## config.mk

```make
export PLATFORM = sky130hd
export DESIGN_NAME = rpDrive
export DESIGN_NICKNAME = d
export VERILOG_FILES = /design/src/rtl/rp_pkg.sv /design/src/rtl/rp_reg_if.sv /design/src/rtl/rpDrive.sv /design/src/rtl/rpDriveStatus.sv /design/src/rtl/rpAddressRegs.sv /design/src/rtl/rpOffsetReg.sv /design/src/rtl/rpFunctionDecode.sv
export VERILOG_INCLUDE_DIRS = /design/src /design/src/include
export SDC_FILE = /design/constraint.sdc
export NUM_CORES = 1
export LEC_CHECK = 0
export ABC_AREA = 1
export BUFFER_PORTS_ARGS = -buffer_cell sky130_fd_sc_hd__buf_2
export CORE_MARGIN = 5
export CORE_UTILIZATION = 47
export DETAILED_ROUTE_END_ITERATION = 10
export PLACE_DENSITY = 0.74
export SLEW_MARGIN = 15
export SYNTH_ARGS = -nofsm -noshare
export SYNTH_HDL_FRONTEND = slang
export SYNTH_SLANG_ARGS = --single-unit
export TNS_END_PERCENT = 50
```

## constraint.sdc

```tcl
create_clock -name clk -period 1.1 [get_ports clk]
set_input_delay 0 -clock clk [delete_from_list [all_inputs] [get_ports clk]]
set_output_delay 0 -clock clk [all_outputs]
set_load 0.005 [all_outputs]
```

## src/include/rp_defs.svh

```systemverilog
////////////////////////////////////////
// RP drive register definitions
// Register select codes, field bit
// positions and seek timing
////////////////////////////////////////

`ifndef RP_DEFS_SVH
`define RP_DEFS_SVH

// Massbus register select codes
`define RP_REG_CS1     5'o00
`define RP_REG_DS      5'o01
`define RP_REG_DA      5'o05
`define RP_REG_OF      5'o11
`define RP_REG_DC      5'o12

// RPCS1 fields
`define RP_CS1_FUN_HI  5
`define RP_CS1_FUN_LO  1
`define RP_CS1_GO      0

// RPDA fields
`define RP_DA_TA_HI    12
`define RP_DA_TA_LO    8
`define RP_DA_SA_HI    5
`define RP_DA_SA_LO    0

// RPDC cylinder field
`define RP_DC_CA_HI    9
`define RP_DC_CA_LO    0

// RPOF fields
`define RP_OF_FMT22    12
`define RP_OF_ECI      11
`define RP_OF_HCI      10
`define RP_OF_OFD      7
`define RP_OF_OFS_HI   6
`define RP_OF_OFS_LO   0

// RPDS status bits
`define RP_DS_ATA      15
`define RP_DS_DRY      7
`define RP_DS_OM       0

// Positioning time in clocks
`define RP_SEEK_CYCLES 8

`endif
```

## src/rtl/rp_pkg.sv

```systemverilog
////////////////////////////////////////
// RP drive types
// Function codes and the decoded views
// of the low register data word
////////////////////////////////////////

package rp_pkg;

   // RPCS1 function field, bits 5:1
   // Codes follow the RP04/RP06 set
   typedef enum logic [4:0] {
      NOP    = 5'o00,
      SEEK   = 5'o02,
      RECAL  = 5'o03,
      DRVCLR = 5'o04,
      CENTER = 5'o07,
      PRESET = 5'o10
   } rpFunc_t;

   // Control word layout
   typedef struct packed {
      logic [9:0] rsvd;
      rpFunc_t    func;
      logic       go;
   } rpCs1Word_t;

   // Offset word layout
   typedef struct packed {
      logic [2:0] rsvd1;
      logic       fmt22;
      logic       eci;
      logic       hci;
      logic [1:0] rsvd0;
      logic       ofd;
      logic [6:0] ofs;
   } rpOfWord_t;

   // Desired track/sector layout
   typedef struct packed {
      logic [2:0] rsvd1;
      logic [4:0] track;
      logic [1:0] rsvd0;
      logic [5:0] sector;
   } rpDaWord_t;

   // One write word, read per register select
   typedef union packed {
      rpCs1Word_t cs1;
      rpOfWord_t  of;
      rpDaWord_t  da;
   } rpWord_t;

endpackage

```

## src/rtl/rp_reg_if.sv

```systemverilog
////////////////////////////////////////
// RP register write bus
// Write data, strobes and drive ready
////////////////////////////////////////

`timescale 1ns/100ps

interface rpRegBus;

   // Full 36-bit write data and its low half
   logic [35:0]      data;
   rp_pkg::rpWord_t  dataWord;

   // One-hot write strobes
   logic             wrCs1;
   logic             wrDa;
   logic             wrDc;
   logic             wrOf;

   // Drive ready from the function decoder
   logic             dry;

   // Top level side
   modport driver   (output data, dataWord, wrCs1, wrDa, wrDc, wrOf, input dry);

   // Function decoder owns drive ready
   modport producer (input data, dataWord, wrCs1, wrDa, wrDc, wrOf, output dry);

   // Register blocks
   modport consumer (input data, dataWord, wrCs1, wrDa, wrDc, wrOf, dry);

endinterface

```

## src/rtl/rpDrive.sv

```systemverilog
////////////////////////////////////////
// RP drive register file
// Write strobe decode, blocks, read mux
////////////////////////////////////////

`timescale 1ns/100ps

`include "rp_defs.svh"

module rpDrive (
   input  logic        clk,
   input  logic        rst,
   input  logic        clr,
   input  logic [4:0]  regSel,
   input  logic [35:0] wrData,
   input  logic        regWrite,
   output logic [15:0] rdData,
   output logic        ata
);

   rpRegBus regBus ();

   logic            center;
   logic            preset;
   logic            drvClr;
   logic            seekDone;
   logic            offsetMode;
   logic [15:0]     ofReg;
   logic [15:0]     daReg;
   logic [15:0]     dcReg;
   logic [15:0]     dsReg;
   rp_pkg::rpFunc_t cs1Func;

   ////////////////////////////////////////
   // Write bus
   ////////////////////////////////////////

   assign regBus.data     = wrData;
   assign regBus.dataWord = wrData[15:0];

   // One strobe per selected register
   assign regBus.wrCs1 = regWrite & (regSel == `RP_REG_CS1);
   assign regBus.wrDa  = regWrite & (regSel == `RP_REG_DA);
   assign regBus.wrDc  = regWrite & (regSel == `RP_REG_DC);
   assign regBus.wrOf  = regWrite & (regSel == `RP_REG_OF);

   // Last function written, for CS1 readback
   always_ff @(posedge clk or posedge rst)
   begin
      if (rst)
         cs1Func <= rp_pkg::NOP;
      else if (regBus.wrCs1 & regBus.dry)
         cs1Func <= regBus.dataWord.cs1.func;
   end

   ////////////////////////////////////////
   // Register blocks
   ////////////////////////////////////////

   rpFunctionDecode decode_i (
      .clk(clk), .rst(rst), .clr(clr), .bus(regBus.producer),
      .center(center), .preset(preset), .drvClr(drvClr), .seekDone(seekDone)
   );

   rpOffsetReg offset_i (
      .clk(clk), .rst(rst), .clr(clr), .center(center), .preset(preset),
      .bus(regBus.consumer), .ofReg(ofReg), .offsetMode(offsetMode)
   );

   rpAddressRegs address_i (
      .clk(clk), .rst(rst), .clr(clr), .preset(preset),
      .bus(regBus.consumer), .daReg(daReg), .dcReg(dcReg)
   );

   rpDriveStatus status_i (
      .clk(clk), .rst(rst), .drvClr(drvClr), .seekDone(seekDone),
      .offsetMode(offsetMode), .bus(regBus.consumer), .dsReg(dsReg), .ata(ata)
   );

   ////////////////////////////////////////
   // Read mux
   ////////////////////////////////////////

   always_comb
   begin
      rdData = '0;
      case (regSel)
         `RP_REG_CS1:
         begin
            rdData[`RP_CS1_FUN_HI:`RP_CS1_FUN_LO] = cs1Func;
            // GO stays up while the drive is positioning
            rdData[`RP_CS1_GO] = ~regBus.dry;
         end
         `RP_REG_DS: rdData = dsReg;
         `RP_REG_DA: rdData = daReg;
         `RP_REG_DC: rdData = dcReg;
         `RP_REG_OF: rdData = ofReg;
         default:    rdData = '0;
      endcase
   end

endmodule

```

## src/rtl/rpDriveStatus.sv

```systemverilog
////////////////////////////////////////
// RPDS drive status
// Attention, drive ready, offset mode
////////////////////////////////////////

`timescale 1ns/100ps

`include "rp_defs.svh"

module rpDriveStatus (
   input  logic        clk,
   input  logic        rst,
   input  logic        drvClr,
   input  logic        seekDone,
   input  logic        offsetMode,
   rpRegBus.consumer   bus,
   output logic [15:0] dsReg,
   output logic        ata
);

   ////////////////////////////////////////
   // Attention
   ////////////////////////////////////////

   // Set by end of positioning
   // Cleared by drive clear
   always_ff @(posedge clk or posedge rst)
   begin
      if (rst)
         ata <= 1'b0;
      else if (drvClr)
         ata <= 1'b0;
      else if (seekDone)
         ata <= 1'b1;
   end

   ////////////////////////////////////////
   // Status word
   ////////////////////////////////////////

   always_comb
   begin
      dsReg             = '0;
      dsReg[`RP_DS_ATA] = ata;
      dsReg[`RP_DS_DRY] = bus.dry;
      dsReg[`RP_DS_OM]  = offsetMode;
   end

   // Timer end and drive clear come from exclusive states
   assert property (@(posedge clk) disable iff (rst)
      !(seekDone && drvClr))
      else $error("rpDriveStatus: attention set and clear together");

endmodule

```

## src/rtl/rpAddressRegs.sv

```systemverilog
////////////////////////////////////////
// RPDA and RPDC desired address
// Track, sector and cylinder
////////////////////////////////////////

`timescale 1ns/100ps

`include "rp_defs.svh"

module rpAddressRegs (
   input  logic        clk,
   input  logic        rst,
   input  logic        clr,
   input  logic        preset,
   rpRegBus.consumer   bus,
   output logic [15:0] daReg,
   output logic [15:0] dcReg
);

   localparam int cylWidth = `RP_DC_CA_HI - `RP_DC_CA_LO + 1;

   logic                loadDa;
   logic                loadDc;
   logic [4:0]          track;
   logic [5:0]          sector;
   logic [cylWidth-1:0] cylinder;

   // Both gated by drive ready
   assign loadDa = bus.wrDa & bus.dry;
   assign loadDc = bus.wrDc & bus.dry;

   // Desired track and sector from the DA view
   always_ff @(posedge clk or posedge rst)
   begin
      if (rst)
      begin
         track  <= '0;
         sector <= '0;
      end
      else if (preset | clr)
      begin
         track  <= '0;
         sector <= '0;
      end
      else if (loadDa)
      begin
         track  <= bus.dataWord.da.track;
         sector <= bus.dataWord.da.sector;
      end
   end

   // Desired cylinder straight from the data bus
   always_ff @(posedge clk or posedge rst)
   begin
      if (rst)
         cylinder <= '0;
      else if (preset | clr)
         cylinder <= '0;
      else if (loadDc)
         cylinder <= bus.data[`RP_DC_CA_HI:`RP_DC_CA_LO];
   end

   // Register images
   always_comb
   begin
      daReg                             = '0;
      daReg[`RP_DA_TA_HI:`RP_DA_TA_LO]  = track;
      daReg[`RP_DA_SA_HI:`RP_DA_SA_LO]  = sector;
      dcReg                             = '0;
      dcReg[`RP_DC_CA_HI:`RP_DC_CA_LO]  = cylinder;
   end

endmodule

```

## src/rtl/rpOffsetReg.sv

```systemverilog
////////////////////////////////////////
// RPOF offset register
// Format, inhibit and head offset bits
////////////////////////////////////////

`timescale 1ns/100ps

`include "rp_defs.svh"

module rpOffsetReg (
   input  logic        clk,
   input  logic        rst,
   input  logic        clr,
   input  logic        center,
   input  logic        preset,
   rpRegBus.consumer   bus,
   output logic [15:0] ofReg,
   output logic        offsetMode
);

   logic       load;
   logic       fmt22;
   logic       eci;
   logic       hci;
   logic       ofd;
   logic [6:0] ofs;

   // Writes ignored while positioning
   assign load = bus.wrOf & bus.dry;

   ////////////////////////////////////////
   // FMT22, ECI, HCI
   ////////////////////////////////////////

   // Stored only, cleared by preset
   always_ff @(posedge clk or posedge rst)
   begin
      if (rst)
      begin
         fmt22 <= 1'b0;
         eci   <= 1'b0;
         hci   <= 1'b0;
      end
      else if (preset)
      begin
         fmt22 <= 1'b0;
         eci   <= 1'b0;
         hci   <= 1'b0;
      end
      else if (load)
      begin
         fmt22 <= bus.dataWord.of.fmt22;
         eci   <= bus.dataWord.of.eci;
         hci   <= bus.dataWord.of.hci;
      end
   end

   ////////////////////////////////////////
   // OFD, OFS
   ////////////////////////////////////////

   // Head back on track after init or center
   always_ff @(posedge clk or posedge rst)
   begin
      if (rst)
      begin
         ofd <= 1'b0;
         ofs <= '0;
      end
      else if (clr | center)
      begin
         ofd <= 1'b0;
         ofs <= '0;
      end
      else if (load)
      begin
         ofd <= bus.dataWord.of.ofd;
         ofs <= bus.dataWord.of.ofs;
      end
   end

   // Register image, spare bits zero
   always_comb
   begin
      ofReg                               = '0;
      ofReg[`RP_OF_FMT22]                 = fmt22;
      ofReg[`RP_OF_ECI]                   = eci;
      ofReg[`RP_OF_HCI]                   = hci;
      ofReg[`RP_OF_OFD]                   = ofd;
      ofReg[`RP_OF_OFS_HI:`RP_OF_OFS_LO]  = ofs;
   end

   // Any offset step means offset mode
   assign offsetMode = |ofs;

   // Busy drive must not take an offset write
   assert property (@(posedge clk) disable iff (rst)
      (bus.wrOf && !bus.dry && !clr && !center && !preset) |=> $stable(ofReg))
      else $error("rpOffsetReg: offset write landed while drive busy");

endmodule

```

## src/rtl/rpFunctionDecode.sv

```systemverilog
////////////////////////////////////////
// RP function decoder
// Turns GO writes into command pulses
// and times seeks against drive ready
////////////////////////////////////////

`timescale 1ns/100ps

`include "rp_defs.svh"

module rpFunctionDecode (
   input  logic      clk,
   input  logic      rst,
   input  logic      clr,
   rpRegBus.producer bus,
   output logic      center,
   output logic      preset,
   output logic      drvClr,
   output logic      seekDone
);

   localparam int cntWidth = $clog2(`RP_SEEK_CYCLES + 1);
   localparam logic [cntWidth-1:0] cntLoad = cntWidth'(`RP_SEEK_CYCLES - 1);

   logic                goWrite;
   logic                startPos;
   logic                busy;
   logic [cntWidth-1:0] count;

   // GO accepted only on a ready drive
   assign goWrite = bus.wrCs1 & bus.dataWord.cs1.go & bus.dry;

   // Positioning commands start the timer
   always_comb
   begin
      startPos = 1'b0;
      if (goWrite)
      begin
         case (bus.dataWord.cs1.func)
            rp_pkg::SEEK,
            rp_pkg::RECAL,
            rp_pkg::CENTER: startPos = 1'b1;
            default:        startPos = 1'b0;
         endcase
      end
   end

   ////////////////////////////////////////
   // Command pulses
   ////////////////////////////////////////

   // One clock after the GO write
   always_ff @(posedge clk or posedge rst)
   begin
      if (rst)
      begin
         center <= 1'b0;
         preset <= 1'b0;
         drvClr <= 1'b0;
      end
      else if (clr)
      begin
         center <= 1'b0;
         preset <= 1'b0;
         drvClr <= 1'b0;
      end
      else
      begin
         center <= goWrite && (bus.dataWord.cs1.func == rp_pkg::CENTER);
         preset <= goWrite && (bus.dataWord.cs1.func == rp_pkg::PRESET);
         drvClr <= goWrite && (bus.dataWord.cs1.func == rp_pkg::DRVCLR);
      end
   end

   ////////////////////////////////////////
   // Seek timer
   ////////////////////////////////////////

   // Busy for exactly RP_SEEK_CYCLES clocks
   always_ff @(posedge clk or posedge rst)
   begin
      if (rst)
      begin
         busy  <= 1'b0;
         count <= '0;
      end
      else if (clr)
      begin
         busy  <= 1'b0;
         count <= '0;
      end
      else if (startPos)
      begin
         busy  <= 1'b1;
         count <= cntLoad;
      end
      else if (busy)
      begin
         if (count == '0)
            busy <= 1'b0;
         else
            count <= count - 1'b1;
      end
   end

   // Last busy cycle, attention sets as dry returns
   assign seekDone = busy & (count == '0) & ~clr;

   // Drive ready
   assign bus.dry = ~busy;

   // Only one command strobe per clock
   assert property (@(posedge clk) disable iff (rst)
      $onehot0({center, preset, drvClr, seekDone}))
      else $error("rpFunctionDecode: overlapping command pulses");

endmodule

```

==> flow_metrics.tcl <==
set metrics [dict create \
    antenna_found_initial 0 \
    path_common_cell "nor2_1" \
    reg2reg_from "decode_i.busy" \
    nets 413 \
    reg2reg_slack_ps -250 \
    total_power_mw 3.30 \
    skew_ps 7.20 \
    synthArstFlopShare_pct 100 \
    critPathKind "flip-flop to output port" \
    antennaDiodeCount 0 \
    status "finished, violations left" \
    syn_to_final_growth_pct 44.1 \
    die_y_um 80.8 \
    gp_congestion 0.845 \
    fin_tns_setup_ps -6360 \
    portBuffers 36 \
    grt_use_total_pct 22.0 \
    vdd_drop_max_mv 1.07 \
    cts_buffer_depth 2 \
    htreeDepth 2 \
    utilization_pct 70.9 \
    wire_per_inst_um 15.8 \
    synth_area_per_cell_um2 8.51 \
    grt_pass1_vias 2331 \
    cp_cell_sequence "inv_2 -> nand4_1 -> nor3_2 -> nor2_1 -> nor2_1 -> nand2_1 -> buf_2" \
    p_int_mw 2.44 \
    synthesis.area_um2 2360 \
    cts_tree "yes" \
    synthDistinctLibCells 28 \
    seqPwrFrac_pct 54.0 \
    swShare_pct 26.1 \
    start_kind "flip-flop" \
    first_iter_violations 160 \
    dr_total_vias 2310 \
    setup-violations-final 49 \
    final.setup.worst_slack_ps -289 \
    post-route-period-util_pct 126 \
    drt_first_pass_iters 4 \
    synthFlopType "dfrtp_1" \
    endpoint_kind "output port" \
    reg2reg_depth 6 \
    worst_hold_path_type "input port to flip-flop" \
    die_area_um2 6530 \
    p_comb_share_pct 13.5 \
    rr_endpoint "decode_i.drvClr" \
    gr-total-overflow 0 \
    cp-startpoint "offset_i.ofs[4]" \
    cts_made_buffers 5 \
    ys_seq_area_share_pct 48.9 \
    p_leak_nw 1.63 \
    die_w_um 80.8 \
    io_pins 62 \
    rsz0062_at_grt "true" \
    p_clk_share_pct 32.5 \
    synth_edf_count 0 \
    yosys.area.top_type "dfrtp_1" \
    worst_ep_arrival_time_ps 1390 \
    ant_nets 0 \
    cp_max_fo 2 \
    core_um2 4790 \
    violations "negative hold slack, negative setup slack" \
    netlist.area_leader.share_pct 48.9 \
    hold_slack_ps -3.21 \
    ys_top_cells_by_area "dfrtp_1 49%, nand2_1 9.1%, inv_1 6.9%" \
    yosysWarnings 0 \
    hold_viol 1 \
    preCtsSetupSlack_ps -181 \
    clockRootBuffer "clkbuf_8" \
    slowest_stage "dfrtp_1" \
    clock-sinks 46 \
    initial_core_util_pct 49.2 \
    drv_slew 0 \
    critPathRequiredTime_ps 1100 \
    synth.most_common_cell "nand2_1" \
    power.density_nw_per_um2 972 \
    fmax_mhz 720 \
    drc 0 \
    max-cap-violations 0 \
    synth_cells 277 \
    crit_end "rdData[0]" \
    wl_um 6880 \
    viasPerCell 5.31 \
    dp_hpwl_um 4330 \
    grt_max_degree 47 \
    drive_above_1_share_pct 45.9 \
    ys_ff_latch 46 \
    clk_latency_ps 300 \
    period_needed_ps 1390 \
    ys_top_cells_by_count "57 x nand2_1, 46 x dfrtp_1, 43 x inv_1" \
    clk_pin_slew_worst_paths_ps 80 \
    grt_pass1_wl_um 11000 \
    p_sw_uw 863 \
    max_stage_delay_ps 410 \
    numPlacedInstances 403 \
    final_cells 435 \
    num_rows 25 \
]
[metrics by stage]
step | area [µm²] | hold WS [ps]
global route | 3390 | 33.4
CTS | 3250 | 0.378
global placement | 2810 | 55.7
finish | 3390 | -3.21
floorplan | 2360 | 63.1
detailed placement | 2810 | 60.3
[cell usage in the layout (no fill, tap or decap), types with 3 or more instances in the layout]
master / count
a21oi_1: 3
buf_2: 36
buf_4: 26
buf_6: 7
clkbuf_8: 6
dfrtp_1: 46
dlygate4sd3_1: 11
inv_1: 31
inv_2: 15
inv_4: 3
nand2_1: 42
nand2_2: 16
nand2_4: 7
nand3_1: 10
nand3_2: 8
nand3_4: 3
nand4_1: 9
nor2_1: 8
nor2_2: 3
nor2_4: 9
o21ai_0: 5
o21ai_1: 16
o21ai_2: 11
o22ai_1: 8
o22ai_2: 5
[critical path, delay by kind of cell, from the launching register on]
| kind | cells | cell delay [ps] |
|---|---|---|
| buffers and inverters | 2 | 180 |
| DFF | 1 | 410 |
| and+or+nand+nor | 5 | 500 |
[kinds of logic (layout without fill, tap and decap cells)]
kind of cell | after synthesis | count (layout) | share of synthesized area, %
DFF | 46 | 46 | 48.9
other | 1 | 2 | 0.159
and+or+nand+nor | 121 | 122 | 27.2
AOI/OAI and AO/OA | 53 | 53 | 13.8
buffers and inverters | 54 | 143 | 9.13
adders and majority gates | 1 | 1 | 0.531
xor gates and xnor gates | 1 | 1 | 0.372
[per-layer routing]
metal	share of wire, %	global-route usage (%)	wire [µm]	up-vias
li1	-	-	-	1086
met1	42	28.6	2900	1132
met2	50	36.5	3460	72
met4	2.6	9.29	182	0
met5	0	0	0	-
met3	4.9	3.66	335	20
[power by group through the flow]
| stage | logic (mW) | registers, mW | clock network [mW] |
|---|---|---|---|
| detailed placement | 0.339 | 1.81 | 0 |
| global placement | 0.332 | 1.81 | 0 |
| CTS | 0.416 | 1.78 | 1.08 |
| global route | 0.491 | 1.79 | 1.17 |
| finish | 0.446 | 1.78 | 1.07 |
| floorplan | 0.194 | 1.80 | 0 |
[how the worst min path moves through the flow]
| stage | startpoint | end | slack [ps] | depth (start not counted) |
|---|---|---|---|---|
| detailed placement | rst | decode_i.count[3] | 60 | 3 |
| floorplan | clr | decode_i.busy | 60 | 1 |
| CTS | wrData[4] | cs1Func[3] | 0.4 | 3 |
| finish | wrData[4] | cs1Func[3] | -3 | 3 |
| global route | wrData[4] | cs1Func[3] | 30 | 3 |
| global placement | rst | decode_i.count[3] | 60 | 3 |
[registers in the layout (all words and copies together), names as in the netlist, 4 cells and up]
register            cells
decode_i.count          4
address_i.cylinder     10
address_i.sector        6
address_i.track         5
cs1Func                 5
offset_i.ofs            7
[repair_timing]
item                                    in CTS  in global routing
endpoints found under the hold margin       61                  0
hold buffers                                11                  0
gates resized for setup                     47                 37
buffers inserted                             7                  5
pin swaps                                   16                 18
endpoints found under the setup margin      51                 58
gates cloned                                 1                  1
[final cells by class]
type	instances	area (µm²)
Fill cell	354	1390
Multi-Input combinational cell	179	1230
Sequential cell	46	1150
Timing Repair Buffer	82	604
Inverter	52	223
Clock buffer	7	86.3
Tap cell	67	83.8
Timing Repair inverter	1	7.51
Clock inverter	1	5.00
Power figures use the tool's default switching activity.
